File: src/rtl/corr_pkg.sv
package corr_pkg;

   //--------------------------------------------------------------------------
   // Array geometry
   //--------------------------------------------------------------------------
   localparam int N_ANT      = 8;    // One-bit antenna streams
   localparam int N_PAIRS    = 14;   // Pairs per visibility block
   localparam int N_BLOCKS   = 2;    // Visibility blocks
   localparam int ACCUM_BITS = 16;   // Width of every accumulator

   localparam int N_ALL_PAIRS = N_BLOCKS * N_PAIRS;   // All 28 baselines

   // Block length minus one after reset
   localparam int BLOCKSIZE_RST = 15;

   //--------------------------------------------------------------------------
   // Baseline tables
   //--------------------------------------------------------------------------
   // Lexical order (0,1) (0,2) .. (6,7); block b owns b*14 .. b*14+13
   localparam int PAIR_A [N_ALL_PAIRS] = '{
      0, 0, 0, 0, 0, 0, 0,
      1, 1, 1, 1, 1, 1,
      2, 2, 2, 2, 2,
      3, 3, 3, 3,
      4, 4, 4,
      5, 5,
      6
   };

   localparam int PAIR_B [N_ALL_PAIRS] = '{
      1, 2, 3, 4, 5, 6, 7,
      2, 3, 4, 5, 6, 7,
      3, 4, 5, 6, 7,
      4, 5, 6, 7,
      5, 6, 7,
      6, 7,
      7
   };

   typedef logic [N_ANT-1:0]      ant_t;     // One bit per antenna
   typedef logic [ACCUM_BITS-1:0] count_t;   // One accumulated count

   // Hilbert output, 17 bits
   typedef struct packed {
      logic valid;   // Sample strobe, one cycle
      ant_t re;      // In-phase bits
      ant_t im;      // Quadrature bits
   } sample_t;

endpackage

File: src/rtl/bus_pkg.sv
package bus_pkg;

   localparam int WB_AW   = 8;    // Word address
   localparam int WB_DW   = 32;   // Data
   localparam int N_UNITS = 4;    // Slaves behind the decoder

   // Master to slave
   typedef struct packed {
      logic             cyc;
      logic             stb;
      logic             we;
      logic [WB_AW-1:0] adr;
      logic [WB_DW-1:0] dat;
   } wb_req_t;

   // Slave to master
   typedef struct packed {
      logic             ack;
      logic [WB_DW-1:0] dat;
   } wb_rsp_t;

   //--------------------------------------------------------------------------
   // Address map, unit in adr[7:6]
   //--------------------------------------------------------------------------
   typedef logic [1:0] unit_t;

   localparam unit_t UNIT_VIS0 = 2'd0;   // Pairs 0..13
   localparam unit_t UNIT_VIS1 = 2'd1;   // Pairs 14..27
   localparam unit_t UNIT_ONES = 2'd2;   // Per-antenna ones
   localparam unit_t UNIT_CTRL = 2'd3;   // Acquisition registers

   // Register indexes inside UNIT_CTRL
   localparam logic [5:0] REG_CTRL      = 6'd0;
   localparam logic [5:0] REG_BLOCKSIZE = 6'd1;
   localparam logic [5:0] REG_BLOCKCNT  = 6'd2;

endpackage

File: src/rtl/acq_control.sv
`timescale 1ns/10ps

module acq_control
   import corr_pkg::*;
   import bus_pkg::*;
(
   input  logic    clk_i,
   input  logic    sw_d,
   input  logic    strobe_i,
   output logic    enable_o,
   output logic    swap_o,
   input  wb_req_t wb_i,
   output wb_rsp_t wb_o
);

   logic             en_q;          // REG_CTRL bit 0
   logic             active;        // First strobe seen since enable
   count_t           blocksize;     // Block length minus one
   count_t           block_cnt;     // Completed blocks
   count_t           strobe_cnt;
   logic             wrap_q;        // First delay stage
   logic             cnt_stb;
   logic             wrap;
   logic             bus_acc;
   logic [5:0]       reg_idx;
   logic             ack_q;
   logic [WB_DW-1:0] dat_q;

   assign bus_acc  = wb_i.cyc && wb_i.stb && !ack_q;
   assign reg_idx  = wb_i.adr[5:0];
   assign enable_o = en_q && (active || strobe_i);   // Opens on the first strobe
   assign cnt_stb  = strobe_i && enable_o;
   assign wrap     = strobe_cnt >= blocksize;        // Also catches a shrunk size

   //--------------------------------------------------------------------------
   // Register writes
   //--------------------------------------------------------------------------
   always_ff @(posedge clk_i or posedge sw_d) begin
      if (sw_d) begin
         en_q      <= 1'b0;
         blocksize <= count_t'(BLOCKSIZE_RST);
         ack_q     <= 1'b0;
      end else begin
         ack_q <= bus_acc;
         if (bus_acc && wb_i.we) begin
            case (reg_idx)
               REG_CTRL:      en_q      <= wb_i.dat[0];
               REG_BLOCKSIZE: blocksize <= wb_i.dat[ACCUM_BITS-1:0];
               default:       ;              // REG_BLOCKCNT is read-only
            endcase
         end
      end
   end

   always_ff @(posedge clk_i) begin
      case (reg_idx)
         REG_CTRL:      dat_q <= WB_DW'(en_q);
         REG_BLOCKSIZE: dat_q <= WB_DW'(blocksize);
         REG_BLOCKCNT:  dat_q <= WB_DW'(block_cnt);
         default:       dat_q <= '0;
      endcase
   end

   assign wb_o = '{ack: ack_q, dat: dat_q};

   //--------------------------------------------------------------------------
   // Block counting, swap lands as the wrapping sample is accumulated
   //--------------------------------------------------------------------------
   always_ff @(posedge clk_i or posedge sw_d) begin
      if (sw_d) begin
         active     <= 1'b0;
         strobe_cnt <= '0;
         wrap_q     <= 1'b0;
         swap_o     <= 1'b0;
         block_cnt  <= '0;
      end else begin
         wrap_q <= cnt_stb && wrap;
         swap_o <= wrap_q;                        // Two edges after the strobe
         if (swap_o)
            block_cnt <= block_cnt + count_t'(1); // Same edge the banks swap
         if (!en_q) begin
            active     <= 1'b0;
            strobe_cnt <= '0;
         end else if (cnt_stb) begin
            active     <= 1'b1;
            strobe_cnt <= wrap ? '0 : strobe_cnt + count_t'(1);
         end
      end
   end

endmodule

File: config.mk
export PLATFORM = sky130hd
export DESIGN_NAME = acq_control
export DESIGN_NICKNAME = d
export VERILOG_FILES = /design/src/rtl/corr_pkg.sv /design/src/rtl/bus_pkg.sv /design/src/rtl/acq_control.sv
export SDC_FILE = /design/constraint.sdc
export NUM_CORES = 1
export LEC_CHECK = 0
export BUFFER_PORTS_ARGS = -buffer_cell sky130_fd_sc_hd__buf_2
export CAP_MARGIN = 20
export CORE_ASPECT_RATIO = 0.75
export CORE_MARGIN = 1.5
export CORE_UTILIZATION = 48
export CTS_CLUSTER_DIAMETER = 120
export DETAILED_ROUTE_END_ITERATION = 10
export GPL_TIMING_DRIVEN = 0
export PLACE_DENSITY = 0.76
export SLEW_MARGIN = 20
export SYNTH_ARGS = -nofsm -noshare
export SYNTH_HDL_FRONTEND = slang
export SYNTH_SLANG_ARGS = --single-unit
File: constraint.sdc
create_clock -name clk_i -period 2.6 [get_ports clk_i]
set_clock_uncertainty 0.1 [all_clocks]
set_input_delay 0.26 -clock clk_i [delete_from_list [all_inputs] [get_ports clk_i]]
set_output_delay 0.26 -clock clk_i [all_outputs]
set_load 0.01 [all_outputs]
== Word-level counts from Yosys, hierarchy flattened ==
Cells that the tools add are included.

* Add/sub/neg operators: 2
* Order comparisons: 1
* Equality and inequality tests: 3
* Mux-type cells: 6
* Reduce and logical (&&, ||, !) cells: 11

{| class="wikitable"
|+ Operators with widths
! cell !! number
|-
| 2-to-1 mux 16 bit || 3
|-
| case mux 16 bit (3 select lines) || 1
|-
| adder 16 x 1 -> 16 bit (second input constant) || 2
|-
| greater-or-equal comparator 16 bit || 1
|-
| equality test 6 x 1 -> 1 bit (second input constant) || 1
|-
| equality test 6 x 2 -> 1 bit (second input constant) || 1
|-
| logical AND 1 bit || 6
|-
| zero test 6 bit || 1
|-
| AND reduction 2 bit || 2
|-
| 2-to-1 mux 1 bit || 2
|-
| inequality test 2 x 1 -> 1 bit (second input constant) || 1
|-
| zero test 1 bit || 1
|-
| logical OR 1 bit || 1
|}

* Register bits after elaboration: 85
* Bits of input ports: 46
* Output and inout port bits: 35
* Word-level logic and storage cells: 32

== Logic depth before layout (Yosys ltp) ==
* Depth in word-level cells: 5
* Gate-level depth with buffers: 11
* Depth with buffers taken out: 9

== Least setup slack after synthesis ==
Ideal clock, no wire load.

* Path kind: flip-flop to flip-flop
* Start: register blocksize[2]
* End: register strobe_cnt[9]
* Setup time: 69 ps
* Arrival time: 2,549 ps
* Data required time: 2,431 ps
* Setup slack: -118 ps
* Stages on the path, launching flop included: 11
* Buffers on the path: 1
* Period minus slack after synthesis: 2,718 ps
* Cell sequence: dfstp_2 inv_1 ha_1 a211o_1 a31oi_1 o221ai_1 a211o_1 or3_1 buf_2 or3_1 nand3_1

* Cells in the longest elaborated chain, start to end: 4

{| class="wikitable"
|+ RTL lines
! what !! line !! source
|-
| from (decl) || acq_control.sv:18 || <nowiki>count_t blocksize;</nowiki>
|-
| from (signal assigned) || acq_control.sv:41 || <nowiki>blocksize <= count_t'(BLOCKSIZE_RST);</nowiki>
|-
| from (signal assigned) || acq_control.sv:48 || <nowiki>REG_BLOCKSIZE: blocksize <= wb_i.dat[ACCUM_BITS-1:0];</nowiki>
|-
| greater-or-equal comparator 16 bit || acq_control.sv:33 || <nowiki>assign wrap = strobe_cnt >= blocksize;</nowiki>
|-
| 2-to-1 mux 16 bit || acq_control.sv:86 || <nowiki>strobe_cnt <= wrap ? '0 : strobe_cnt + count_t'(1);</nowiki>
|-
| 2-to-1 mux 16 bit || acq_control.sv:84 || <nowiki>end else if (cnt_stb) begin</nowiki>
|-
| 2-to-1 mux 16 bit || acq_control.sv:81 || <nowiki>if (!en_q) begin</nowiki>
|-
| to (signal assigned) || acq_control.sv:86 ||
|-
| to (decl) || acq_control.sv:20 || <nowiki>count_t strobe_cnt;</nowiki>
|}

No other way between the ends. The select of a mux whose other input is x is not followed.
A chain may end at the register's enable or synchronous reset.

== Final worst setup path ==
* Start: register blocksize[2]
* End: register strobe_cnt[13]

The elaborated chain is that of the path after synthesis.

==> run metrics <==
CTS Buffer Depth 2; number of fill cells 518; total CTS buffers 9; outcome finished with violations; Final Wtd Congestion slightly above 0.8; CP required approximately 2800 ps; first-pass GRT wire length 11600 microns; P per Cell Area just over 500 nW/um^2; die width 98.6 microns; fin crit period approximately 2800 ps; post-route design area between 4000 and 5000 sq um; Post-synth ARST share between 70% and 80%; sequential area share after synthesis around half; CP Capture Type flop; H-Tree Depth 3; initial cell density of the core approximately 51%; Final Cycle Share 108%; hold endpoint blocksize[15]$_DFFE_PP0P_; fin. max-slew vios 0; IO Count 81; # diodes 0; reg2reg setup slack -220 ps; via count roughly 2.6k; kind of path behind the tightest hold check in2reg; f_max approximately 360 MHz; worst r2r src blocksize[2]$_DFFE_PP1P_; combinational power share around 7%; Arr. time, crit path ~3000 ps; peak fanout along the critical path 5; Core Footprint 6440 sq um; warnings from Yosys 0; Initial DRC Count 163; worst hold margin roughly 24 ps; clk_lat worst skew 350 ps; Post-synth EDFFs 0; vias per cell roughly 5.3; GRT Total Usage about 21%; largest net degree at the start of global routing 54; critical path type reg2reg; drt total wl 7160 microns; row count 25; Hold Path Origin wb_i[15]; Worst Setup Start Kind flop; initial antenna violation count 0; total of max-cap violations 0; die area roughly 7400 sq um; CTS sink count 69; clock transition at the registers of the reported paths roughly 80 ps; drt pass-1 iters 4; Final Util 63.8%; Post-Place Cell Area roughly 3700 sq um; clk root buf clkbuf_8; area grow syn2layout 25.1%; Leak Pwr 2.08 nW; grt ovf 0; number of global-route vias before repair 2430; Fin Setup TNS -2280 ps; failing checks negative setup slack; worst rel slew slack a little over two fifths; maximum VDD drop 0.341 mV; WL/cell 14.3 microns; DIE HEIGHT between 70 and 80 microns; Sequential Power Share a little over half; CTS tree built; Avg Cell Area, Syn roughly 10 sq um; Yosys reg bits between 60 and 70; Clock power frac 40.8%; Post-Syn Instances ~330; Final nets 478; Mapped Area 3290 sq um; P_int 1.63 mW; Slew @ Worst Pin between 800 and 900 ps; Worst Hold Depth 3; post-synthesis cell type count 40; final worst setup slack -217 ps; dpl hpwl around 5100 microns; RSZ-0062 raised after global routing true; Sw Ratio 23.3%; switching power 0.495 mW; worst reg2reg endpoint strobe_cnt[13]$_DFFE_PP0P_; number of port buffers 46; total power about 2.1 mW; FF-to-FF path depth 10; antenna viol nets, final 0; final hold vios 0; Primary FF master, synth dfrtp_1; Final Setup Violations 17; number of remaining DRC errors 0; layout cells sized above 1 between 20% and 30%
-- power groups by stage --
stage	combinational, mW	sequential (mW)	clock, mW
CTS	0.147	1.11	0.882
detailed placement	0.135	1.13	0
global placement	0.130	1.13	0
finish	0.150	1.11	0.868
floorplan	0.0883	1.13	0
global route	0.169	1.11	0.940
-- state kept, by name, indices dropped and copies added, names as in the netlist --
name        count
block_cnt      16
blocksize      16
dat_q          16
strobe_cnt     16
ack_q           1
active          1
en_q            1
swap_o          1
wrap_q          1
-- kinds of logic after synthesis --
group | after synthesis | synth area share (%)
multiplexers | 4 | 1.33
adder cells (fa/ha/maj) | 18 | 6.85
buffers and inverters | 48 | 7.61
other | 1 | 0.114
AND/OR/NAND/NOR | 102 | 15.8
flip-flops | 69 | 50.2
AO/OA/AOI/OAI | 72 | 14.1
XOR/XNOR | 15 | 4.00
-- cell usage after synthesis (all sizes together) (8+ instances only) --
cell type,instances,share of area (%)
o21ai,21,3.2
nand3,14,2.1
a22o,16,4.3
nor2,12,1.4
dfrtp,49,37
dfxtp,16,9.7
nand2b,8,1.5
inv,21,2.4
a21oi,15,2.3
buf,22,4.6
a31oi,10,1.9
xnor2,10,2.7
nand2,33,3.8
and3,10,1.9
ha,18,6.9
-- per-stage QoR --
step,cells,setup WS (ps)
floorplan,344,14.1
global placement,471,-409
detailed placement,471,-444
CTS,498,-170
global route,500,-274
finish,500,-217
-- placed cells by master (no fill, tap or decap), types with 6 or more instances in the layout --
cell      instances
nor2_1           12
a31oi_1           8
dfrtp_1          49
clkbuf_1          7
o21ai_0          17
a21oi_1          12
inv_1            18
and3_1           10
dfxtp_1          16
ha_1             15
buf_2            48
nand2b_1          7
xnor2_1          10
nand4_1           6
buf_4            25
conb_1           16
nand2_1          33
a22o_1           16
nand3_1          14
clkbuf_8         10
-- layout make-up --
cell class	count	area (sq um)	area share, %
Clock inverter	4	48.8	1.19
Timing Repair Buffer	60	364	8.86
Clock buffer	12	145	3.53
Sequential cell	69	1650	40.2
Buffer	26	179	4.35
Tap cell	81	101	2.47
Multi-Input combinational cell	227	1540	37.5
Inverter	21	81.3	1.98
-- layer usage --
layer	track usage [%]	wire length [microns]
met3	7.06	615
met1	28.6	3270
met4	7.51	121
met2	31.1	3150
met5	0	0
-- worst max path at each step --
stage | cells after the start | endpoint | startpoint | slack [ps]
final | 10 | strobe_cnt[13]$_DFFE_PP0P_ | blocksize[2]$_DFFE_PP1P_ | -220
after CTS | 10 | strobe_cnt[10]$_DFFE_PP0P_ | blocksize[2]$_DFFE_PP1P_ | -170
after global placement | 11 | strobe_cnt[11]$_DFFE_PP0P_ | blocksize[3]$_DFFE_PP1P_ | -410
after global routing | 10 | strobe_cnt[13]$_DFFE_PP0P_ | blocksize[2]$_DFFE_PP1P_ | -270
after detailed placement | 11 | strobe_cnt[11]$_DFFE_PP0P_ | blocksize[3]$_DFFE_PP1P_ | -440
after floorplan | 10 | strobe_cnt[15]$_DFFE_PP0P_ | blocksize[1]$_DFFE_PP1P_ | 10
-- critical path: stages (launching register included) --
cell and delay [ps]:
dfstp_2 540, inv_2 50, ha_4 200, a211o_1 240, a31oi_1 190, o221ai_1 190, a211o_1 370, or3_4 380
buf_4 160, o21ai_0 190, a21o_1 140
-- timing repair --
item                       in CTS  in global routing
setup endpoints to repair      15                 15
buffers inserted                8                  3
pin swaps                       6                  9
hold endpoints to repair       50                  0
gates cloned                    1                  0
hold buffers                    2                  0
gates resized for setup        13                 15
Note: power is estimated with default switching activity, not from simulation.
