===== src/rtl/bus_pkg.sv =====
package bus_pkg;

   localparam int WB_AW   = 8;    // Word address
   localparam int WB_DW   = 32;   // Data
   localparam int N_UNITS = 4;    // Slaves behind the decoder

   // Master to slave
   typedef struct packed {
      logic             cyc;
      logic             stb;
      logic             we;
      logic [WB_AW-1:0] adr;
      logic [WB_DW-1:0] dat;
   } wb_req_t;

   // Slave to master
   typedef struct packed {
      logic             ack;
      logic [WB_DW-1:0] dat;
   } wb_rsp_t;

   //--------------------------------------------------------------------------
   // Address map, unit in adr[7:6]
   //--------------------------------------------------------------------------
   typedef logic [1:0] unit_t;

   localparam unit_t UNIT_VIS0 = 2'd0;   // Pairs 0..13
   localparam unit_t UNIT_VIS1 = 2'd1;   // Pairs 14..27
   localparam unit_t UNIT_ONES = 2'd2;   // Per-antenna ones
   localparam unit_t UNIT_CTRL = 2'd3;   // Acquisition registers

   // Register indexes inside UNIT_CTRL
   localparam logic [5:0] REG_CTRL      = 6'd0;
   localparam logic [5:0] REG_BLOCKSIZE = 6'd1;
   localparam logic [5:0] REG_BLOCKCNT  = 6'd2;

endpackage


===== src/rtl/bus_decoder.sv =====
`timescale 1ns/10ps

module bus_decoder
   import bus_pkg::*;
(
   input  logic    clk_i,
   input  logic    sw_d,
   input  wb_req_t wb_i,
   output wb_rsp_t wb_o,
   output wb_req_t unit_req_o [N_UNITS],
   input  wb_rsp_t unit_rsp_i [N_UNITS]
);

   unit_t              unit;      // Decoded from the live address
   unit_t              sel_q;     // Unit that owes the ack
   logic [N_UNITS-1:0] acks;

   assign unit = wb_i.adr[WB_AW-1 -: 2];

   //--------------------------------------------------------------------------
   // Request fan-out, only the selected unit sees stb
   //--------------------------------------------------------------------------
   always_comb begin
      for (int u = 0; u < N_UNITS; u++) begin
         unit_req_o[u]     = wb_i;
         unit_req_o[u].stb = wb_i.stb && (unit == unit_t'(u));
      end
   end

   // Captured with the request, held through the ack
   always_ff @(posedge clk_i or posedge sw_d) begin
      if (sw_d)
         sel_q <= UNIT_VIS0;
      else if (wb_i.cyc && wb_i.stb)
         sel_q <= unit;
   end

   //--------------------------------------------------------------------------
   // Response mux, combinational pass-through
   //--------------------------------------------------------------------------
   assign wb_o = unit_rsp_i[sel_q];

   always_comb begin
      for (int u = 0; u < N_UNITS; u++)
         acks[u] = unit_rsp_i[u].ack;
   end

   a_one_ack: assert property (@(posedge clk_i) disable iff (sw_d)
      $onehot0(acks));

endmodule


===== config.mk =====
export PLATFORM = sky130hd
export DESIGN_NAME = bus_decoder
export DESIGN_NICKNAME = d
export VERILOG_FILES = /design/src/rtl/bus_pkg.sv /design/src/rtl/bus_decoder.sv
export SDC_FILE = /design/constraint.sdc
export NUM_CORES = 1
export LEC_CHECK = 0
export BUFFER_PORTS_ARGS = -buffer_cell sky130_fd_sc_hd__buf_2
export CORE_AREA = 5 5 145 147
export DETAILED_ROUTE_END_ITERATION = 6
export DIE_AREA = 0 0 150 152
export MAX_ROUTING_LAYER = met4
export RECOVER_POWER = 50
export SYNTH_ARGS = -nofsm -noshare
export SYNTH_HDL_FRONTEND = slang
export SYNTH_SLANG_ARGS = --single-unit

===== constraint.sdc =====
create_clock -name clk_i -period 1.4 [get_ports clk_i]
set_input_delay 0 -clock clk_i [delete_from_list [all_inputs] [get_ports clk_i]]
set_output_delay 0 -clock clk_i [all_outputs]
set_load 0.005 [all_outputs]

* Word level (Yosys, flattened, before mapping) *
Index checks and enable logic that the tools add are counted.
Widths: inputs -> output; s select.

word-level totals
  flip-flop bits (word level) = 2
  word-level logic and storage cells = 15
  output and inout bits = 205

operators by class
  bitwise logic cells = 1
  $lt $le $gt $ge = 1
  reduce and logical (&&, ||, !) cells = 6
  equality and inequality tests = 3
  mux-type cells = 3

operator list
  cell                count
  $bmux 33 s2         1
  $mux 33             2
  $logic_and 1x1->1   5
  $eq 2x2->1 const B  2
  $ge 3x3->1 const B  1
  $not 2->3           1
  $eq 2x1->1 const B  1
  $logic_not 2->1     1

* Longest topological paths before layout *
Gate-level depths: netlist (run 1).

  word-level depth = 4
  mapped depth = 3
  depth with buffers taken out = 2

* Least setup slack after synthesis (run 1) *
No wires, ideal clock.

  kind = flip-flop to output port
  start point = register sel_q[0]
  end point = output port wb_o[0] (netlist bit)
  arrival time = 1.111 ns
  buffers on the path = 2
  stages on the path, launching flop included = 4
  path slack = 0.289 ns
  cell sequence = dfrtp_1 > buf_6 > buf_12 > mux4_2

RTL lines
  what                      RTL line           text
  start: declaration        bus_decoder.sv:15  unit_t sel_q;
  start signal: assignment  bus_decoder.sv:35  sel_q <= unit;
  end: declaration          bus_decoder.sv:9   output wb_rsp_t wb_o,

==> results.toml, run 1 <==
[status]
status = "complete, but fails checks"
violations = "negative setup slack"

[cells_and_area]
final_common_cell = "buf_2"
regMostFlops = "sel_q"
finish.utilization = 0.125
drive_gt1_frac = 0.967
nFillCells = 2264
reg.largest.list = "sel_q x2"
final_nets = 423
num_antenna_cells = 0
mostFrequentLayoutCells = "buf_2, mux4_2, buf_6"
largest_reg_flops = 2
area.growth.synth_to_final_pct = 11.2

[floorplanning]
pin_count = 382
placementRows = 52
die_y_um = 152
start_util = 0.112
fp.dieArea_mm2 = 0.0228
die_w_um = 150
core_mm2 = 0.0198

[pwr]
clkPwrFrac = 0.241
switchingPower_uw = 529
leakage_uw = 0.00116
sw_frac_of_total = 0.301
seqPwrFrac = 0.044
power_density_mw_per_mm2 = 712
total_power_uw = 1760
combPwrFrac = 0.715
cellInternalPower_uw = 1230
ir_drop_mv = 0.372

[logic_synthesis]
yosysSeqAreaShare = 0.0225
yosys_warnings = 0
syn_area_mm2 = 0.00222
synth_cell_type_count = 15
syn-instance-count = 220
postSynthAreaPerCell_um2 = 10.1
postSynthRegisterBits = 2
synth_nets = 397

[sta]
slew_violations = 0
slew_headroom = 0.844
post-route-period-util = 1.11
period_needed_ns = 1.55
whs_ns = 0.00000347
clock.fmax_mhz = 644
fin_ws_ns = -0.152
finalSetupTns_ns = -4.01
skew_ns = 0
setup_viol = 33
worst_pin_slew_ns = 0.234
hold_violations = 0
rsz0062_at_grt = "yes"

[cts]
numCtsBuffers = 3
cts-root-buf = "clkbuf_16"
clk_latency_ns = 0.22
clock_path_buffers = 2
path_clk_slew_ns = 0.03
cts_tree = "done"
cts_max_level = 1
cts.sinks = 2

[critical_path]
cp_max_fo = 6
required_ns = 1.40
crit_chain = "buf_12 -> buf_16 -> mux4_2 -> buf_2"
critPathLaunchType = "flip-flop"
crit_type = "reg2out"
critPathMaxStageDelay_ns = 0.51
crit_arrival_ns = 1.55
end_kind = "primary output"
cp_slowest_cell = "mux4_2"

[global_routing]
grt_start_max_net_pins = 34
grt_pass1_wl_um = 10600
gr-usage-all-layers = 0.0636
antenna_found_initial = 0
grt_overflow = 0
first_global_vias = 1749

[drt]
wire_per_inst_um = 15.5
first_pass_iters = 4
routed_wl_um = 7990
dr.first_iter.drc_count = 92
via_per_inst = 3.09
vias = 1590
ant_nets = 0
drc = 0

[run]
maxCapViolCount = 0

[place]
port_buffers = 186
gp_routability_congestion = 0.736

[hold_path]
hold_class = "in2out"
power by group through the flow:
stage / registers (uW) / clock network, uW / logic, uW
2_1_floorplan: 69.7 / 0 / 953
3_3_place_gp: 79.1 / 0 / 1010
3_5_place_dp: 80.0 / 0 / 1030
4_1_cts: 78.1 / 434 / 1230
5_1_grt: 79.4 / 440 / 1360
6_report: 78.1 / 423 / 1260
cell type report:
| cell class | instances | area, um2 | area share |
|---|---|---|---|
| multi-input cells | 41 | 800 | 0.324 |
| well taps | 270 | 338 | 0.137 |
| repair buffers | 197 | 1200 | 0.486 |
| flip-flops and latches | 2 | 52.6 | 0.0213 |
| inverters | 1 | 3.75 | 0.00152 |
| clock buffers | 3 | 75.1 | 0.0304 |
per-layer routing:
metal / up-vias / global-route usage / wire length (um) / share of wire
li1: 640 / - / - / -
met1: 749 / 0.0760 / 3160 / 0.40
met2: 195 / 0.0841 / 3300 / 0.41
met3: 6 / 0.0524 / 1490 / 0.19
met4: 0 / 0.00871 / 37 / 0.0046
met5: - / - / 0 / 0
final timing paths:
kind                       slack [ns]            startpoint  depth (start not counted)                   end
max in group asynchronous        1.06                  sw_d                          3  sel_q[0]$_DFFE_PP0P_
max                             -0.15  sel_q[0]$_DFFE_PP0P_                          4              wb_o[22]
min                          0.000003              wb_i[14]                          0        unit_req_o[14]
min reg2reg                      0.55  sel_q[1]$_DFFE_PP0P_                          1  sel_q[1]$_DFFE_PP0P_
min in group asynchronous        0.20                  sw_d                          3  sel_q[1]$_DFFE_PP0P_
max reg2reg                      0.34  sel_q[0]$_DFFE_PP0P_                          3  sel_q[0]$_DFFE_PP0P_
critical path, delay by kind of cell (launching register included):
family,cells,cell delay (ns)
flops,1,0.38
mux,1,0.51
buf+inv,3,0.44
synth_stat cells:
cell      count  area share
nor2_1        1      0.0017
mux4_1        4       0.047
buf_2         3      0.0068
dfrtp_1       2       0.023
mux4_2       29        0.29
buf_12        3       0.027
nor3b_1       1      0.0034
and3b_1       1      0.0039
mux2_2        2       0.010
nand2_1       2      0.0034
buf_4       168        0.57
buf_6         1      0.0051
and3_1        1      0.0028
clkbuf_1      1      0.0017
inv_1         1      0.0017
repair_timing:
action                                  4_1_cts  5_1_grt
cloned                                        3        1
endpoints found under the setup margin       33       33
setup buffers                                 4        0
resized for setup                            14        5
hold buffers                                  1        0
hold endpoints to repair                      2        0
stage by stage:
step	setup WS (ns)	area, um2	cells
2_1_floorplan	0.289	2220	220
3_3_place_gp	0.0263	2190	503
3_5_place_dp	0.00352	2190	503
4_1_cts	-0.170	2410	513
5_1_grt	-0.205	2470	514
6_report	-0.152	2470	514
cell families after synthesis:
logic type | synth area share
buffers and inverters | 0.610
multiplexers | 0.352
AND/OR/NAND/NOR | 0.0152
flip-flops | 0.0225
Note: power is estimated with default switching activity, not from simulation.
==> inputs of run 2 (changes only) <==
Settings changed: ABC_AREA from default to 1, CORE_AREA 5 5 145 147 to 5 5 146 148, DIE_AREA 0 0 150 152 to 0 0 151 153.
==> run 2 against run 1 <==
  * The run now ends clean
  * Sequential power rose by 5.4%
  * Worst hold slack barely moved
  * Clock skew did not move
  * Via count rose by 84%
  * Global-route usage rose by 1.3 points
  * Non-clock buffer count rose by 6
  * Area after synthesis rose by 34%
  * Core utilization rose by 3.7 points
==> results.toml, run 2 <==
[status]
status = "completed"

[drt]
vias = 2933
via_per_inst = 3.43
dr.first_iter.drc_count = 94
ant_nets = 0
wl_met3_um = 1160
wl_met1_um = 4310
drc = 0
routed_wl_um = 11500
first_pass_iters = 6
maxUsedRoutingLayer = "met4"
wire_per_inst_um = 13.4
dr_wl_met2_um = 5510

[sta]
skew_ns = 0
slew_violations = 0
rsz0062_at_grt = "yes"
worst_pin_slew_ns = 0.265
setup_viol = 0
slew_headroom = 0.823
clock.fmax_mhz = 733
post-route-period-util = 0.974
whs_ns = 0.00000426
period_needed_ns = 1.36
fin_ws_ns = 0.0358
hold_violations = 0

[critical_path]
reg2reg_depth = 4
crit_start = "sel_q[0]$_DFFE_PP0P_"
crit_arrival_ns = 1.36
cp_max_fo = 5
critPathMaxStageDelay_ns = 0.48
rr_endpoint = "sel_q[0]$_DFFE_PP0P_"
cp_slowest_cell = "dfrtp_2"
crit_path_frequent_cell = "nand2_1"
critical_path_buf_inv_count = 3
required_ns = 1.40
end_kind = "primary output"
critPathLaunchType = "flip-flop"
r2r_setup_slack_ns = 0.33
crit-reg2reg-launch = "sel_q[0]$_DFFE_PP0P_"
crit_chain = "buf_12 -> clkbuf_16 -> nand2_1 -> nand3_1 -> nand2_1 -> buf_2"
critical_path.top_delay_family = "flip-flops"
crit_type = "reg2out"

[logic_synthesis]
synthArstFlopShare = 1.00
synth_nets = 747
synth_cell_type_count = 11
yosysMostFrequentCell = "buf_4"
postSynthRegisterBits = 2
synth_top_area_cell = "buf_4"
yosysSeqAreaShare = 0.0169
synth_flop_cell = "dfrtp_1"
yosys_warnings = 0
postSynthAreaPerCell_um2 = 5.21
synth_edf_count = 0
synth_top_area_share = 0.430
synth_common_cells = "buf_4, nand2_1, inv_1, nand3_1, buf_2"
synth_area_leaders = "buf_4, nand2_1, inv_1"
syn_area_mm2 = 0.00297
syn-instance-count = 570

[cts]
clk_latency_ns = 0.22
numCtsBuffers = 3
cts_tree = "done"
clock_path_buffers = 2
cts.sinks = 2
cts_max_level = 1
cts-root-buf = "clkbuf_16"
path_clk_slew_ns = 0.03

[hold_path]
hold_start = "wb_i[4]"
holdPathEnd = "unit_req_o[133]"
hold_class = "in2out"
min_path_cells = 0

[run]
maxCapViolCount = 0

[cells_and_area]
num_antenna_cells = 0
largest_reg_flops = 2
drive_gt1_frac = 0.365
final_nets = 765
regMostFlops = "sel_q"
design_area_mm2 = 0.00321
mostFrequentLayoutCells = "buf_2, nand2_1, inv_1"
final_common_cell = "buf_2"
area.growth.synth_to_final_pct = 8.18
nFillCells = 2393
reg.largest.list = "sel_q x2"

[global_routing]
grt_overflow = 0
antenna_found_initial = 0
grt_start_max_net_pins = 68
gr-usage-all-layers = 0.0765
first_global_vias = 2796
grt_pass1_wl_um = 13800

[pwr]
leakage_uw = 0.00224
total_power_uw = 1940
power_density_mw_per_mm2 = 604
ir_drop_mv = 0.595

[floorplanning]
pin_count = 382
die_w_um = 151
start_util = 0.149
placementRows = 52
core_mm2 = 0.0199
fp.dieArea_mm2 = 0.0231
die_y_um = 153

[place]
post-place-ws_ns = 0.262
dp_hpwl_um = 7680
gp_routability_congestion = 0.817
port_buffers = 186
placed_cell_area_mm2 = 0.00292
==> run 2: changes by cell type after synthesis, moves of 3 or more <==
cell,before,now
mux4_2,29,0
buf_12,3,0
buf_6,1,6
nand2_1,2,168
buf_2,3,11
mux4_1,4,0
nor3_1,0,4
nand3_1,0,66
inv_1,1,137
==> run 2: per-stage QoR <==
step	std cells	setup TNS, ns	utilization
floorplan	570	0	-
detailed placement	843	0	0.147
CTS	847	0	0.151
global route	856	-0.0339	0.161
finish	856	0	0.161
global placement	843	0	0.147
==> run 2: timing repair <==
item,4_1_cts,5_1_grt
setup buffers,0,1
hold buffers,1,0
gates resized for setup,0,13
endpoints found under the setup margin,0,7
hold endpoints to repair,2,0
==> run 2: cells by family (layout without fill, tap and decap cells) <==
kind of cell	count (synthesis)	in the layout	share of synthesized area
flops	2	2	0.0169
buf+inv	328	344	0.649
compound gates	2	2	0.00337
simple gates	238	238	0.330
==> run 2: power by group <==
group | switching, uW | internal (uW)
clock network | 61.2 | 363
registers | 15.4 | 66.9
logic | 768 | 665
total | 845 | 1100
==> run 2: cell type report <==
cell class / count / area (um2) / share of cell area
clock buffer: 3 / 75.1 / 0.0234
sequential: 2 / 52.6 / 0.0164
tap: 270 / 338 / 0.105
multi-input combinational: 240 / 1010 / 0.314
inverter: 138 / 526 / 0.164
timing repair buffer: 203 / 1210 / 0.377
==> run 2: per-layer routing <==
layer | global-route usage | vias up
met5 | - | -
li1 | - | 1489
met4 | 0.0492 | 0
met1 | 0.0731 | 1214
met2 | 0.134 | 174
met3 | 0.0201 | 56
==> run 2: worst register-to-register path: stages, from the launching register on <==
cell and delay (ns):
dfrtp_2 0.48, buf_12 0.17, buf_12 0.15, nand2_1 0.06
o21ai_0 0.08
==> run 2: how the worst max path moves through the flow <==
stage	to	slack, ns	cells after the start
4_1_cts	wb_o[8]	0.03	6
3_3_place_gp	wb_o[8]	0.25	6
6_report	wb_o[22]	0.04	6
2_1_floorplan	sel_q[0]$_DFFE_PP0P_	0.40	5
5_1_grt	wb_o[10]	-0.02	5
3_5_place_dp	wb_o[8]	0.26	6
