===== src/rtl/corr_pkg.sv =====
package corr_pkg;

   //--------------------------------------------------------------------------
   // Array geometry
   //--------------------------------------------------------------------------
   localparam int N_ANT      = 8;    // One-bit antenna streams
   localparam int N_PAIRS    = 14;   // Pairs per visibility block
   localparam int N_BLOCKS   = 2;    // Visibility blocks
   localparam int ACCUM_BITS = 16;   // Width of every accumulator

   localparam int N_ALL_PAIRS = N_BLOCKS * N_PAIRS;   // All 28 baselines

   // Block length minus one after reset
   localparam int BLOCKSIZE_RST = 15;

   //--------------------------------------------------------------------------
   // Baseline tables
   //--------------------------------------------------------------------------
   // Lexical order (0,1) (0,2) .. (6,7); block b owns b*14 .. b*14+13
   localparam int PAIR_A [N_ALL_PAIRS] = '{
      0, 0, 0, 0, 0, 0, 0,
      1, 1, 1, 1, 1, 1,
      2, 2, 2, 2, 2,
      3, 3, 3, 3,
      4, 4, 4,
      5, 5,
      6
   };

   localparam int PAIR_B [N_ALL_PAIRS] = '{
      1, 2, 3, 4, 5, 6, 7,
      2, 3, 4, 5, 6, 7,
      3, 4, 5, 6, 7,
      4, 5, 6, 7,
      5, 6, 7,
      6, 7,
      7
   };

   typedef logic [N_ANT-1:0]      ant_t;     // One bit per antenna
   typedef logic [ACCUM_BITS-1:0] count_t;   // One accumulated count

   // Hilbert output, 17 bits
   typedef struct packed {
      logic valid;   // Sample strobe, one cycle
      ant_t re;      // In-phase bits
      ant_t im;      // Quadrature bits
   } sample_t;

endpackage


===== src/rtl/hilbert_approx.sv =====
`timescale 1ns/10ps

module hilbert_approx
   import corr_pkg::*;
(
   input  logic    clk_i,
   input  logic    sw_d,
   input  logic    enable_i,
   input  logic    strobe_i,
   input  ant_t    antenna_i,
   output sample_t sample_o
);

   logic valid_q;   // Follows the enabled strobe
   logic primed;    // A previous strobe exists since enable
   ant_t re_q;
   ant_t im_q;

   always_ff @(posedge clk_i or posedge sw_d) begin
      if (sw_d) begin
         valid_q <= 1'b0;
         primed  <= 1'b0;
      end else begin
         valid_q <= enable_i && strobe_i;
         if (!enable_i)
            primed <= 1'b0;                 // Restart the quadrature history
         else if (strobe_i)
            primed <= 1'b1;
      end
   end

   // Crude quadrature, the previous strobe's bits stand in for a 90 deg shift
   always_ff @(posedge clk_i) begin
      if (enable_i && strobe_i) begin
         re_q <= antenna_i;
         im_q <= primed ? re_q : '0;        // Zero on the first strobe
      end
   end

   assign sample_o = '{valid: valid_q, re: re_q, im: im_q};

endmodule


===== config.mk =====
export PLATFORM = sky130hd
export DESIGN_NAME = hilbert_approx
export DESIGN_NICKNAME = d
export VERILOG_FILES = /design/src/rtl/corr_pkg.sv /design/src/rtl/hilbert_approx.sv
export SDC_FILE = /design/constraint.sdc
export NUM_CORES = 1
export LEC_CHECK = 0
export BUFFER_PORTS_ARGS = -buffer_cell sky130_fd_sc_hd__buf_2
export CAP_MARGIN = 40
export CORE_MARGIN = 4
export CORE_UTILIZATION = 45
export DETAILED_ROUTE_END_ITERATION = 6
export PLACE_DENSITY = 0.75
export REMOVE_ABC_BUFFERS = 1
export SETUP_SLACK_MARGIN = 0.05
export SLEW_MARGIN = 20
export SYNTH_ARGS = -nofsm -noshare
export SYNTH_HDL_FRONTEND = slang
export SYNTH_SLANG_ARGS = --single-unit

===== constraint.sdc =====
create_clock -name clk_i -period 1.5 [get_ports clk_i]
set_clock_uncertainty 0.2 [all_clocks]
set_input_delay 0.15 -clock clk_i [delete_from_list [all_inputs] [get_ports clk_i]]
set_output_delay 0.15 -clock clk_i [all_outputs]
set_load 0.03 [all_outputs]

Word-level counts from Yosys, hierarchy flattened
Index checks and enable logic that the tools add are counted.
{"block": "word_totals", "regBits": 18, "out_inout_bits": 17, "elab_cells": 8, "inputBits": 12}
{"block": "op_classes", "eq_ne": 1, "mux": 2, "n_reduce_logical": 1}
{"operator": "$mux 1", "count": 2}
{"operator": "$ne 2x1->1 const B", "count": 1}
{"operator": "$logic_and 1x1->1", "count": 1}

Depth between registers and ports, before layout
Gate-level depths: netlist (run 1).
{"block": "depth", "word_depth": 2, "depth_mapped": 1, "mapped_depth_nobuf": 1}

Least setup slack after synthesis (run 1)
No wires, ideal clock.
{"block": "synth_timing", "kind": "input -> register", "start": "input strobe_i", "end": "register im_q[0] (enable)", "setup_time_ns": 0.374, "path_buffers": 0, "t_arrival_ns": 0.604, "stages": 1, "t_required_ns": 0.926, "slack_ns": 0.321, "cell_sequence": "and2_1"}
{"block": "synth_via", "elab_chain_cells": 1}
{"element": "from (decl)", "line_no": "hilbert_approx.sv:9", "source": "input logic strobe_i,"}
{"element": "$logic_and 1x1->1", "line_no": "hilbert_approx.sv:34", "source": "if (enable_i && strobe_i) begin"}
{"element": "to (signal assigned)", "line_no": "hilbert_approx.sv:36", "source": "im_q <= primed ? re_q : '0;"}
{"element": "to (decl)", "line_no": "hilbert_approx.sv:17", "source": "ant_t im_q;"}
Every way passes these cells.
A chain may end at the register's enable or synchronous reset.

Worst setup path after layout (run 1)
{"block": "layout_timing", "start": "input enable_i", "end": "register re_q[6] (enable)"}
{"block": "layout_via", "elab_chain_cells": 1}
{"element": "from (decl)", "line_no": "hilbert_approx.sv:8", "source": "input logic enable_i,"}
{"element": "$logic_and 1x1->1", "line_no": "hilbert_approx.sv:34"}
{"element": "to (signal assigned)", "line_no": "hilbert_approx.sv:35", "source": "re_q <= antenna_i;"}
{"element": "to (decl)", "line_no": "hilbert_approx.sv:16", "source": "ant_t re_q;"}
Every way passes these cells.

==> impl_metrics.ini, run 1 <==
[sta]
slew_headroom_pct = 86.0
max_freq_mhz = 714
setup_viol = 0
worst-slew-pin-transition_ns = 0.211
rsz0062_at_grt = false
fin_crit_sh_pct = 93.4
hold_viol_final = 0
layout_setup_ws_ns = 0.0988
tns_ns = 0
period_needed_ns = 1.40
maxSlewViolCount = 0

[critical_path]
start_kind = input pin
critPathTopFamily = buffers and inverters
path_buf_inv = 3
cp_data_arrival_time_ns = 1.19
r2r_end = im_q[4]$_SDFFCE_PN0P_
critPathSlowestCell = dlygate4sd3_1
worstRegToRegCells = 1
r2r_start = primed$_DFFE_PP0P_
required_ns = 1.29
worstPathCellList = dlygate4sd3_1 -> buf_2 -> and2_1 -> buf_4
end_kind = flop
slowest_delay_ns = 0.53
worstSetupPathType = input pin to flop
worstSetupPathDepth = 4
ff2ff_setup_slack_ns = 0.43
cp_max_fo = 17

[detailed_routing]
ant_nets = 0
route.detailed.drc = 0
routed_via_density = 4.46
wl_um = 1240
dr_total_vias = 388
wl_per_cell_um = 14.3
drt_iter0_drc = 2
firstDrtPassIters = 4

[yosys]
synth_seq_cells = 18
ys_warn_count = 0
yosysSeqAreaShare_pct = 87.6
avgSynthCellArea_um2 = 20.2
syn_inst = 30
netlist_area_um2 = 606
yosysUniqueCellTypes = 6

[power]
internal_power_uw = 781
p_seq_share_pct = 57.9
p_sw_uw = 239
p_sw_share_pct = 23.5
pwr-share-clk_pct = 28.5
power_frac_comb_pct = 13.6
power_density_nw_per_um2 = 1120
power_leakage_nw = 0.393
peakVddDrop_uv = 736

[finish]
n_antenna_cell = 0
stdcell_area_um2 = 910
drive_gt1_share_pct = 45.2
finalNonFillerCells = 87
syn_to_final_growth_pct = 50.2
fillers = 70
final_nets = 86

[job]
cap_violations = 0

[clock_network]
worstSkewPairLatency_ns = 0.29
root_buffer = clkbuf_4
cts_tree = done
ctsResizeCount = 0
htree_levels = 1
clk_pin_slew_worst_paths_ns = 0.10
numCtsBuffers = 3
clock_path_buffers = 2
clock_sinks = 18

[hold_path]
hp-class = input pin to async pin

[place]
dp_cells = 72
portBuffers = 28
dpl_worst_slack_ns = 0.401
place_congestion = 0.590
place_area_um2 = 763

[floorplan]
fp.dieArea_um2 = 2000
core_um2 = 1190
die_w_um = 44.7
io_pins = 29
chipHeight_um = 44.7
start_util_pct = 51.1
placementRows = 12

[global_route]
grt_pass1_vias = 436
grt_usage_pct = 15.7
grt_pass1_wl_um = 2090
grt-ovfl-total = 0
antenna_found_initial = 0
grt_max_degree = 18

[outcome]
status = finished clean
## per-stage QoR
stage | hold slack [ns] | utilization [%] | power, mW
after floorplan | -0.309 | - | 0.671
after global routing | 0.0566 | 76.7 | 1.06
after detailed placement | -0.200 | 64.3 | 0.716
after global placement | -0.199 | 64.3 | 0.712
final | 0.0580 | 76.7 | 1.02
after CTS | 0.0266 | 76.7 | 1.02
## flip-flops by register name (all words and copies together), names as in the netlist
register and cells:
valid_q 1, im_q 8, re_q 8, primed 1
## kinds of logic after synthesis
group / synth area share [%]
compound gates: 1.24
buf+inv: 1.86
flops: 87.6
simple gates: 9.30
## worst max path at each step
stage,startpoint,endpoint,slack (ns)
after floorplan,strobe_i,im_q[0]$_SDFFCE_PN0P_,0.32
after global placement,strobe_i,im_q[7]$_SDFFCE_PN0P_,0.42
after detailed placement,strobe_i,im_q[4]$_SDFFCE_PN0P_,0.40
after CTS,strobe_i,im_q[1]$_SDFFCE_PN0P_,0.18
after global routing,enable_i,re_q[4]$_DFFE_PP_,0.05
final,enable_i,re_q[6]$_DFFE_PP_,0.1
## per-layer routing
metal | up-vias | track usage [%] | share of wire, %
li1 | 192 | - | -
met1 | 178 | 15.0 | 34
met2 | 18 | 29.8 | 58
met3 | 0 | 3.66 | 7.9
met4 | 0 | 9.04 | 0
met5 | - | 0 | 0
## cells in the mapped netlist
cell      instances  area [µm²]
and2_1            9        56.3
buf_4             1        7.51
dfrtp_1           2        50.1
edfxtp_1         16         480
inv_1             1        3.75
o21a_1            1        7.51
## power by group through the flow
stage | Sequential, mW | Clock (mW) | Combinational, mW
2_1_floorplan | 0.654 | 0 | 0.0165
3_3_place_gp | 0.600 | 0 | 0.112
3_5_place_dp | 0.602 | 0 | 0.115
4_1_cts | 0.591 | 0.297 | 0.137
5_1_grt | 0.594 | 0.314 | 0.148
6_report | 0.590 | 0.291 | 0.139
## area by class of cell
| type | count | area [µm²] | share of cell area (%) |
|---|---|---|---|
| sequential | 18 | 531 | 58.3 |
| timing repair buffer | 40 | 258 | 28.3 |
| multi-input combinational | 10 | 63.8 | 7.02 |
| clock buffer | 4 | 36.3 | 3.99 |
| tap | 14 | 17.5 | 1.93 |
| inverter | 1 | 3.75 | 0.413 |
## cells in the final DEF (no fill, tap or decap)
cell type      netlist  final
inv_1                1      1
clkbuf_4             0      3
dfrtp_1              2      2
edfxtp_1            16     16
buf_4                1      1
clkbuf_8             0      1
dlygate4sd3_1        0     11
and2_1               9      9
buf_2                0     28
o21a_1               1      1
## repair_timing
item,in CTS,in global routing
setup endpoints to repair,0,0
hold buffers,11,0
endpoints found under the hold margin,11,0
setup buffers,0,0
Note: power is estimated with default switching activity, not from simulation.
==> run 2: changes to the inputs <==
--- a/config.mk
+++ b/config.mk
@@ -7,8 +7,11 @@
 export LEC_CHECK = 0
 export BUFFER_PORTS_ARGS = -buffer_cell sky130_fd_sc_hd__buf_2
 export CAP_MARGIN = 40
+export CELL_PAD_IN_SITES_DETAIL_PLACEMENT = 1
+export CELL_PAD_IN_SITES_GLOBAL_PLACEMENT = 2
+export CORE_ASPECT_RATIO = 1.2
 export CORE_MARGIN = 4
-export CORE_UTILIZATION = 45
+export CORE_UTILIZATION = 30
 export DETAILED_ROUTE_END_ITERATION = 6
 export PLACE_DENSITY = 0.75
 export REMOVE_ABC_BUFFERS = 1
==> run 2 against run 1 <==
  * Sequential cell count stayed put
  * Setup slack improved by 0.063 ns
  * Non-clock buffer count stayed put
  * First-iteration DRC count rose to 4.5 times the previous value
  * Combinational power about the same
  * Highest routed layer unchanged
  * Final area rose by 0.96%
==> impl_metrics.ini, run 2 (same netlist as run 1, synthesis figures left out) <==
[global_route]
grt_pass1_vias = 469
grt-ovfl-total = 0
grt_max_degree = 17
antenna_found_initial = 0
grt_usage_pct = 9.89
grt_pass1_wl_um = 2090

[sta]
max_freq_mhz = 747
fin_crit_sh_pct = 89.2
period_needed_ns = 1.34
worst-slew-pin-transition_ns = 0.206
rsz0062_at_grt = false
maxSlewViolCount = 0
hold_viol_final = 0
tns_ns = 0
layout_setup_ws_ns = 0.162
setup_viol = 0
slew_headroom_pct = 86.2

[critical_path]
ff2ff_setup_slack_ns = 0.43
start_kind = input pin
cp_max_fo = 16
worstSetupPathType = input pin to flop
r2r_start = primed$_DFFE_PP0P_
cp_data_arrival_time_ns = 1.14
end_kind = flop
worstRegToRegCells = 1
required_ns = 1.30
r2r_end = im_q[7]$_SDFFCE_PN0P_

[power]
power_frac_comb_pct = 14.5
fin_total_pwr_uw = 964
peakVddDrop_uv = 576
power_leakage_nw = 0.391
p_sw_uw = 231
power_density_nw_per_um2 = 1050
internal_power_uw = 733
pwr-share-clk_pct = 24.3
p_sw_share_pct = 24.0
p_seq_share_pct = 61.2

[floorplan]
fp.dieArea_um2 = 2800
core_um2 = 1870
placementRows = 17
io_pins = 29
chipHeight_um = 57.2
start_util_pct = 32.4
die_w_um = 49.0

[clock_network]
htree_levels = 1
clk_pin_slew_worst_paths_ns = 0.10
clock_path_buffers = 2
worstSkewPairLatency_ns = 0.28
numCtsBuffers = 3
clock_sinks = 18
root_buffer = clkbuf_4
ctsResizeCount = 0
cts_tree = done

[finish]
final_common_cell = buf_2
final_nets = 86
final_cell_mix = 28 x buf_2, 16 x edfxtp_1, 11 x dlygate4sd3_1
drive_gt1_share_pct = 43.8
syn_to_final_growth_pct = 51.7
stdcell_area_um2 = 918
top_regs = im_q: 8 flops, re_q: 8 flops
n_antenna_cell = 0
finalCoreUtilization_pct = 49.1

[detailed_routing]
wl_met2_um = 669
firstDrtPassIters = 2
wl_met3_um = 107
wl_per_cell_um = 12.6
routed_via_density = 4.25
ant_nets = 0
route.detailed.drc = 0
wl_um = 1160
routed.top_layer = met3
dr_total_vias = 391
wl_met1_um = 380
drt_iter0_drc = 9

[place]
dpl_worst_slack_ns = 0.401
portBuffers = 28
place_congestion = 0.598
place_area_um2 = 782

[outcome]
status = finished clean

[job]
cap_violations = 0

[hold_path]
hp-class = input pin to async pin
-- run 2: changes by cell type in the layout (fill, tap and decap cells not counted) --
| cell | delta |
|---|---|
| buf_4 | -1 |
| clkinv_1 | +1 |
| buf_12 | +1 |
| clkbuf_8 | -1 |
-- run 2: routing by layer --
layer  vias up  GRT usage, %
met1       180          8.88
li1        192             -
met3         0          3.92
met5         -             0
met4         0          5.77
met2        19          18.3
-- run 2: worst max-delay path by stage --
stage | start | to | slack (ns) | depth (start not counted)
after floorplan | strobe_i | im_q[0]$_SDFFCE_PN0P_ | 0.32 | 1
after detailed placement | strobe_i | im_q[4]$_SDFFCE_PN0P_ | 0.40 | 3
after global placement | strobe_i | im_q[0]$_SDFFCE_PN0P_ | 0.43 | 3
final | enable_i | im_q[0]$_SDFFCE_PN0P_ | 0.16 | 4
after CTS | strobe_i | im_q[7]$_SDFFCE_PN0P_ | 0.19 | 4
after global routing | enable_i | im_q[2]$_SDFFCE_PN0P_ | 0.15 | 4
-- run 2: area by class of cell --
| class | count | area, µm² |
|---|---|---|
| clock buffer | 3 | 22.5 |
| tap | 19 | 23.8 |
| timing repair buffer | 40 | 270 |
| fill | 201 | 953 |
| multi-input combinational | 10 | 63.8 |
| inverter | 1 | 3.75 |
| clock inverter | 1 | 3.75 |
| sequential | 18 | 531 |
-- run 2: what timing repair did --
item / 4_1_cts / 5_1_grt
hold buffers: 11 / 0
hold endpoints to repair: 12 / 0
setup buffers: 0 / 0
-- run 2: critical path, cell delays in order --
cell and delay (ns):
dlygate4sd3_1 0.53, buf_2 0.11, and2_1 0.18, buf_12 0.17
-- run 2: power groups by stage --
stage | Sequential (mW) | Combinational [mW] | Clock, mW
CTS | 0.591 | 0.142 | 0.249
global placement | 0.600 | 0.117 | 0
global route | 0.595 | 0.151 | 0.282
floorplan | 0.654 | 0.0165 | 0
detailed placement | 0.602 | 0.120 | 0
finish | 0.589 | 0.140 | 0.234
-- run 2: stage by stage --
| stage | instances | hold slack, ns |
|---|---|---|
| floorplan | 29 | -0.309 |
| global placement | 77 | -0.200 |
| detailed placement | 77 | -0.190 |
| CTS | 92 | 0.0326 |
| global route | 92 | 0.0468 |
| finish | 92 | 0.0556 |
