## src/rtl/corr_pkg.sv

```systemverilog
package corr_pkg;

   //--------------------------------------------------------------------------
   // Array geometry
   //--------------------------------------------------------------------------
   localparam int N_ANT      = 8;    // One-bit antenna streams
   localparam int N_PAIRS    = 14;   // Pairs per visibility block
   localparam int N_BLOCKS   = 2;    // Visibility blocks
   localparam int ACCUM_BITS = 16;   // Width of every accumulator

   localparam int N_ALL_PAIRS = N_BLOCKS * N_PAIRS;   // All 28 baselines

   // Block length minus one after reset
   localparam int BLOCKSIZE_RST = 15;

   //--------------------------------------------------------------------------
   // Baseline tables
   //--------------------------------------------------------------------------
   // Lexical order (0,1) (0,2) .. (6,7); block b owns b*14 .. b*14+13
   localparam int PAIR_A [N_ALL_PAIRS] = '{
      0, 0, 0, 0, 0, 0, 0,
      1, 1, 1, 1, 1, 1,
      2, 2, 2, 2, 2,
      3, 3, 3, 3,
      4, 4, 4,
      5, 5,
      6
   };

   localparam int PAIR_B [N_ALL_PAIRS] = '{
      1, 2, 3, 4, 5, 6, 7,
      2, 3, 4, 5, 6, 7,
      3, 4, 5, 6, 7,
      4, 5, 6, 7,
      5, 6, 7,
      6, 7,
      7
   };

   typedef logic [N_ANT-1:0]      ant_t;     // One bit per antenna
   typedef logic [ACCUM_BITS-1:0] count_t;   // One accumulated count

   // Hilbert output, 17 bits
   typedef struct packed {
      logic valid;   // Sample strobe, one cycle
      ant_t re;      // In-phase bits
      ant_t im;      // Quadrature bits
   } sample_t;

endpackage

```

## src/rtl/bus_pkg.sv

```systemverilog
package bus_pkg;

   localparam int WB_AW   = 8;    // Word address
   localparam int WB_DW   = 32;   // Data
   localparam int N_UNITS = 4;    // Slaves behind the decoder

   // Master to slave
   typedef struct packed {
      logic             cyc;
      logic             stb;
      logic             we;
      logic [WB_AW-1:0] adr;
      logic [WB_DW-1:0] dat;
   } wb_req_t;

   // Slave to master
   typedef struct packed {
      logic             ack;
      logic [WB_DW-1:0] dat;
   } wb_rsp_t;

   //--------------------------------------------------------------------------
   // Address map, unit in adr[7:6]
   //--------------------------------------------------------------------------
   typedef logic [1:0] unit_t;

   localparam unit_t UNIT_VIS0 = 2'd0;   // Pairs 0..13
   localparam unit_t UNIT_VIS1 = 2'd1;   // Pairs 14..27
   localparam unit_t UNIT_ONES = 2'd2;   // Per-antenna ones
   localparam unit_t UNIT_CTRL = 2'd3;   // Acquisition registers

   // Register indexes inside UNIT_CTRL
   localparam logic [5:0] REG_CTRL      = 6'd0;
   localparam logic [5:0] REG_BLOCKSIZE = 6'd1;
   localparam logic [5:0] REG_BLOCKCNT  = 6'd2;

endpackage

```

## src/rtl/ones_counter.sv

```systemverilog
`timescale 1ns/10ps

module ones_counter
   import corr_pkg::*;
   import bus_pkg::*;
(
   input  logic    clk_i,
   input  logic    sw_d,
   input  sample_t sample_i,
   input  logic    swap_i,
   input  wb_req_t wb_i,
   output wb_rsp_t wb_o
);

   ant_t             ones_q;        // Registered re bits
   logic             ones_v;
   logic             wr_bank;
   count_t           cnt_q [2][N_ANT];
   logic             ack_q;
   logic [WB_DW-1:0] dat_q;
   logic [5:0]       idx;

   always_ff @(posedge clk_i or posedge sw_d) begin
      if (sw_d)
         ones_v <= 1'b0;
      else
         ones_v <= sample_i.valid;
   end

   always_ff @(posedge clk_i)
      ones_q <= sample_i.re;

   // Same bank discipline as the visibility blocks
   always_ff @(posedge clk_i or posedge sw_d) begin
      if (sw_d) begin
         wr_bank <= 1'b0;
         for (int b = 0; b < 2; b++) begin
            for (int a = 0; a < N_ANT; a++)
               cnt_q[b][a] <= '0;
         end
      end else begin
         if (swap_i)
            wr_bank <= ~wr_bank;
         for (int a = 0; a < N_ANT; a++) begin
            if (ones_v)
               cnt_q[wr_bank][a] <= cnt_q[wr_bank][a] + count_t'(ones_q[a]);
            if (swap_i)
               cnt_q[~wr_bank][a] <= '0;   // Clear the next write bank
         end
      end
   end

   //--------------------------------------------------------------------------
   // Read port
   //--------------------------------------------------------------------------
   assign idx = wb_i.adr[5:0];

   always_ff @(posedge clk_i or posedge sw_d) begin
      if (sw_d)
         ack_q <= 1'b0;
      else
         ack_q <= wb_i.cyc && wb_i.stb && !ack_q;
   end

   always_ff @(posedge clk_i) begin
      if (!wb_i.we && idx < 6'(N_ANT))
         dat_q <= WB_DW'(cnt_q[~wr_bank][idx[2:0]]);   // Zero-extended
      else
         dat_q <= '0;
   end

   assign wb_o = '{ack: ack_q, dat: dat_q};

   // The wrapping sample must be accumulated on the swap edge
   a_swap_on_sample: assert property (@(posedge clk_i) disable iff (sw_d)
      swap_i |-> ones_v);

endmodule

```

## config.mk

```make
export PLATFORM = sky130hd
export DESIGN_NAME = ones_counter
export DESIGN_NICKNAME = d
export VERILOG_FILES = /design/src/rtl/corr_pkg.sv /design/src/rtl/bus_pkg.sv /design/src/rtl/ones_counter.sv
export SDC_FILE = /design/constraint.sdc
export NUM_CORES = 1
export LEC_CHECK = 0
export CAP_MARGIN = 5
export CORE_MARGIN = 4
export CORE_UTILIZATION = 50
export CTS_CLUSTER_DIAMETER = 150
export CTS_CLUSTER_SIZE = 12
export DETAILED_ROUTE_END_ITERATION = 10
export DONT_BUFFER_PORTS = 1
export SLEW_MARGIN = 5
export SYNTH_ARGS = -nofsm -noshare
export SYNTH_HDL_FRONTEND = slang
export SYNTH_SLANG_ARGS = --single-unit
```

## constraint.sdc

```tcl
create_clock -name clk_i -period 13.7 [get_ports clk_i]
set_input_delay 3.425 -clock clk_i [delete_from_list [all_inputs] [get_ports clk_i]]
set_output_delay 3.425 -clock clk_i [all_outputs]
set_load 0.02 [all_outputs]
```

=== Yosys cells after proc, flatten, opt, wreduce, memory -nomap -nowiden ===
Index checks and enable logic that the tools add are counted.
W data, S select, Z words.

* Add/sub/neg operators: 8
* Order comparisons: 6
* Mux-type cells: 65
* Bitwise operators: 20
* Reduce and logical (&&, ||, !) cells: 7

{| class="wikitable"
|+ Operator list
! kind !! count
|-
| $mux W256 || 16
|-
| $and A256 B256 Y256 || 8
|-
| $bwmux W256 || 8
|-
| $demux W128 S1 || 16
|-
| $not A256 Y256 || 8
|-
| $mux W128 || 8
|-
| $mux W112 || 2
|-
| $mux W96 || 2
|-
| $mux W80 || 2
|-
| $add A16 B1 Y16 || 8
|-
| $mux W64 || 2
|-
| $mux W48 || 2
|-
| $mux W16 || 4
|-
| $mux W32 || 2
|-
| $bmux W16 S3 || 1
|-
| $lt A6 B4 Y1 const B || 1
|-
| $logic_and A1 B1 Y1 || 5
|-
| $ge A2 B2 Y1 const B || 2
|-
| $ge A4 B4 Y1 const B || 1
|-
| $lt A2 B1 Y1 const B || 2
|-
| $not A1 Y2 || 2
|-
| $not A3 Y4 || 1
|-
| $logic_not A1 Y1 || 2
|-
| $not A1 Y1 || 1
|}

* Register bits: 299
* Input bits: 63
* Output and inout port bits: 33
* Logic and storage cells: 128

=== Depth between registers and ports, before layout ===
* Depth after elaboration: 37
* Mapped depth: 14

=== Worst setup path after synthesis ===
Ideal clock, no wire load.

* Kind: input-to-reg
* From: input port wb_i[33] (netlist name)
* To: register dat_q[10]
* Setup time: 0.134 ns
* Data arrival time: 4.609 ns
* Slack: 8.957 ns
* Stages: 5
* Buffers on the path: 2
* Cell sequence: clkbuf_1 > clkbuf_1 > mux4_2 > mux2i_1 > o22ai_1

* Longest elaborated chain between the ends: 4
* Elaborated cells on any way between the ends: 6
* Those cells by class: 1 x order compare; 3 x mux; 1 x bitwise; 1 x reduce/logical

{| class="wikitable"
|+ Ends and longest elaborated chain
! item !! line !! text
|-
| start, declared || ones_counter.sv:11 || <nowiki>input wb_req_t wb_i,</nowiki>
|-
| $not A3 Y4 || ones_counter.sv:67 || <nowiki>dat_q <= WB_DW'(cnt_q[~wr_bank][idx[2:0]]);</nowiki>
|-
| $bmux W16 S3 || ones_counter.sv:67 ||
|-
| $mux W16 (implied by the code) (2 in a row) || ones_counter.sv:67 ||
|-
| end signal, assigned || ones_counter.sv:67 ||
|-
| end, declared || ones_counter.sv:20 || <nowiki>logic [WB_DW-1:0] dat_q;</nowiki>
|}

Parallel ways exist; a longest one is shown, timed or not. The select of a mux whose other input is x is not followed.
A chain may end at the register's enable or synchronous reset.

=== Final worst setup path ===
* From: input port swap_i
* To: register cnt_q[21] (netlist name)

* Longest elaborated chain between the ends: 29

{| class="wikitable"
|+ Ends and longest elaborated chain
! item !! line !! text
|-
| start, declared || ones_counter.sv:10 || <nowiki>input logic swap_i,</nowiki>
|-
| $mux W256 || ones_counter.sv:47 || <nowiki>if (swap_i)</nowiki>
|-
| $bwmux W256 || ones_counter.sv:46 || <nowiki>cnt_q[wr_bank][a] <= cnt_q[wr_bank][a] + count_t'(ones_q[a]);</nowiki>
|-
| $mux W256 || ones_counter.sv:45 || <nowiki>if (ones_v)</nowiki>
|-
| $and A256 B256 Y256 (no line) || - ||
|-
| $mux W256 || ones_counter.sv:47 ||
|-
| $bwmux W256 || ones_counter.sv:46 ||
|-
| $mux W256 || ones_counter.sv:45 ||
|-
| $and A256 B256 Y256 (no line) || - ||
|-
| [13 not listed] || - ||
|-
| $bwmux W256 || ones_counter.sv:46 ||
|-
| $mux W256 || ones_counter.sv:45 ||
|-
| $and A256 B256 Y256 (no line) || - ||
|-
| $mux W256 || ones_counter.sv:47 ||
|-
| $bwmux W256 || ones_counter.sv:46 ||
|-
| $mux W256 || ones_counter.sv:45 ||
|-
| $and A256 B256 Y256 (no line) || - ||
|-
| $mux W256 (*) || ones_counter.sv:47 ||
|-
| end signal, assigned by index || ones_counter.sv:46 ||
|-
| end, declared || ones_counter.sv:18 || <nowiki>count_t cnt_q [2][N_ANT];</nowiki>
|}

Every way passes the cells marked *; elsewhere a longest branch is shown, timed or not.

==> impl_metrics.toml <==
[place]
hpwlAfterDp_um = 29000
gp_congestion = 0.851
place.port_buffers = 0
place_inst = 1985
dpl_cell_area_um2 = 16500

[cells_and_area]
n_antenna_cell = 0
fin_util = 0.543
drive_gt1_frac = 0.0981
area_growth_pct = 5.88
nets = 1659
layout.area.seq_um2 = 6970
fill_cells = 2873
finalInstanceArea_um2 = 17300
multi_input_area_um2 = 8850
fin_cells = 2035

[worst_setup_path]
startpoint = "swap_i"
r2r_cells = 7
path_class = "input pin to flop"
timing.reg2reg.setup_slack_ps = 9310
endpoint_kind = "flop"
crit_arrival_ps = 4990
worst-path-max-fanout = 44
required_ps = 14140
timing.rr.start = "wr_bank"
cp-start-kind = "input pin"
r2r-end = "cnt_q[62]"
endpoint = "cnt_q[21]"

[sta]
hold_viol_final = 0
clock_skew_ps = 30.0
fin_hold_ws_ps = 492
rsz0062_at_grt = "no"
finalSetupTns_ps = 0
slew_headroom = 0.262
finalCritPeriodShare = 0.332
min_period_ps = 4540
max_clock_freq_mhz = 220
worst_slew_pin_slew_ps = 1110
drv_slew = 0
setup_viol = 0

[synth]
yosysWarnings = 0
synth-edff-count = 0
avgSynthCellArea_um2 = 9.99
yosys_register_bits = 283
ys_async_sr_fraction = 0.915
syn_area_um2 = 16300
ys_types = 60
syn_inst = 1636
synthFlopType = "dfrtp_1"
yosysSeqAreaShare = 0.426

[floorplanning]
io-pin-count = 96
fp.dieH_um = 189
rows = 65
core_um2 = 31900
die_area_um2 = 35600
initial_core_util = 0.513
fp.dieW_um = 189

[detailed_routing]
ant_nets = 0
via_count = 12643
drtIter0Drc = 1237
route.detailed.drc = 0
drt_first_pass_iters = 6
avgRoutedWirePerCell_um = 22.0
via_per_inst = 6.21
drt_wl_total_um = 44700

[status]
status = "finished clean"

[cts]
clock-root-buffer = "clkbuf_16"
cts_tree = "done"
cts.sinks = 283
worstSkewPairLatency_ps = 560
cts.reportedPaths.clkPinSlew_ps = 70
post_cts_buffers = 0
cts_hold_buffers = 0
cts_resized = 0
cts_max_level = 1
cts_buffer_depth = 3
numCtsBuffers = 27

[global_route]
grt_use_total = 0.249
grt_max_degree = 119
grt_pass1_wl_um = 71200
grt_pass1_vias = 12068
grt_overflow = 0
grt_antenna_before_repair = 0

[pwr]
power.leakage_nw = 7.23
worst_ir_drop_vdd_mv = 0.0959
cellPowerDensity_nw_per_um2 = 105

[run]
drv_cap = 0

[min_path]
min_path_type = "flop to flop"
[sequential cells by signal, indices dropped and copies added (netlist names)]
name     cells
dat_q       16
ack_q        1
cnt_q      256
ones_v       1
ones_q       8
wr_bank      1
[power by group]
group          leakage (nW)  internal (W)  switching (W)  total [W]
combinational          3.08     0.0000825       0.000151   0.000234
sequential             3.79      0.000861      0.0000330   0.000894
clock                 0.362      0.000371       0.000327   0.000698
[area by class of cell]
class                   instances  share of cell area
multi-input cells            1241               0.512
flip-flops and latches        283               0.403
clock inverters                 2            0.000940
repair buffers                 17             0.00737
clock buffers                  48              0.0436
well taps                     435              0.0315
inverters                       9             0.00239
[logic make-up after synthesis]
logic type,count (synthesis),synth area share
AOI/OAI and AO/OA,227,0.0929
xor gates and xnor gates,182,0.0975
adders and majority gates,17,0.0130
buffers and inverters,127,0.0378
DFF,283,0.426
muxes,123,0.126
other,1,0.000229
and+or+nand+nor,676,0.207
[cells in the mapped netlist, types with 3 or more instances]
master / instances / share of area
dfrtp_1: 259 / 0.40
nand2_1: 221 / 0.051
nor2_1: 150 / 0.034
xor2_1: 127 / 0.068
nand3_1: 94 / 0.029
nand4_1: 73 / 0.028
mux4_2: 64 / 0.088
o21ai_0: 59 / 0.018
xnor2_1: 55 / 0.029
clkbuf_1: 54 / 0.012
a21oi_1: 51 / 0.016
mux2i_1: 41 / 0.025
nand3b_1: 29 / 0.013
buf_2: 26 / 0.0080
a22o_1: 25 / 0.013
dfxtp_1: 24 / 0.029
nand4b_1: 24 / 0.013
buf_4: 21 / 0.0096
and3_1: 19 / 0.0073
o22ai_1: 19 / 0.0073
a22oi_1: 18 / 0.0083
mux2_2: 18 / 0.012
ha_1: 17 / 0.013
buf_1: 13 / 0.0030
o31ai_1: 12 / 0.0055
and2_1: 9 / 0.0034
and4_1: 9 / 0.0048
inv_1: 9 / 0.0021
o211ai_1: 8 / 0.0037
nor2b_1: 7 / 0.0027
nor3_1: 7 / 0.0021
or3_1: 6 / 0.0023
a222oi_1: 5 / 0.0031
nand2b_1: 5 / 0.0019
o21ai_1: 5 / 0.0015
or4_1: 5 / 0.0023
a221oi_2: 4 / 0.0037
a31oi_1: 4 / 0.0015
buf_6: 4 / 0.0028
a2111oi_2: 3 / 0.0028
nor3b_1: 3 / 0.0014
nor4_1: 3 / 0.0011
[placed cells by master, fill, tap and decap left out, types with 6 or more instances in the layout]
cell type	Yosys	final
mux4_2	64	64
xor2_1	127	127
mux2i_1	41	41
o31ai_1	12	12
nand3_1	94	94
or3_1	6	6
and2_1	9	7
and3_1	19	19
nand2_1	221	221
a22o_1	25	25
dfxtp_1	24	24
xnor2_1	55	55
nor3_1	7	7
nand4_1	73	73
a21oi_1	51	51
nand4b_1	24	24
nor2_1	150	149
dfrtp_1	259	257
clkbuf_1	54	21
conb_1	1	16
o22ai_1	19	19
inv_1	9	8
nand3b_1	29	29
o21ai_0	59	59
o211ai_1	8	8
buf_4	21	17
clkbuf_16	0	27
and4_1	9	9
a22oi_1	18	18
ha_1	17	17
mux2_2	18	18
[worst max-delay path, cell delays in order]
cell     delay [ps]
nor2b_4         100
buf_4           320
nor2_1          770
o21ai_0         200
o31ai_1         110
[per-layer routing]
metal  vias up  track usage  wire length [um]
li1       5769            -                 -
met1      6390        0.385             20800
met2       433        0.370             19700
met3        51       0.0446              3440
met4         0       0.0496               844
met5         -            0                 0
[worst min path at each step]
stage,slack [ps],startpoint,to,cells after the start
3_3_place_gp,460,cnt_q[79],cnt_q[79],1
3_5_place_dp,480,cnt_q[79],cnt_q[79],1
4_1_cts,490,cnt_q[79],cnt_q[79],1
5_1_grt,520,cnt_q[79],cnt_q[79],1
6_report,490,cnt_q[79],cnt_q[79],1
2_1_floorplan,400,ack_q,ack_q,1
[per-stage QoR]
step | worst slack [ps] | total power, W
after floorplan | 3150 | 0.00110
after global placement | 8550 | 0.00114
after detailed placement | 8560 | 0.00114
after CTS | 9140 | 0.00184
after global routing | 8780 | 0.00190
final | 9160 | 0.00183
(Power assumes the default switching activity.)
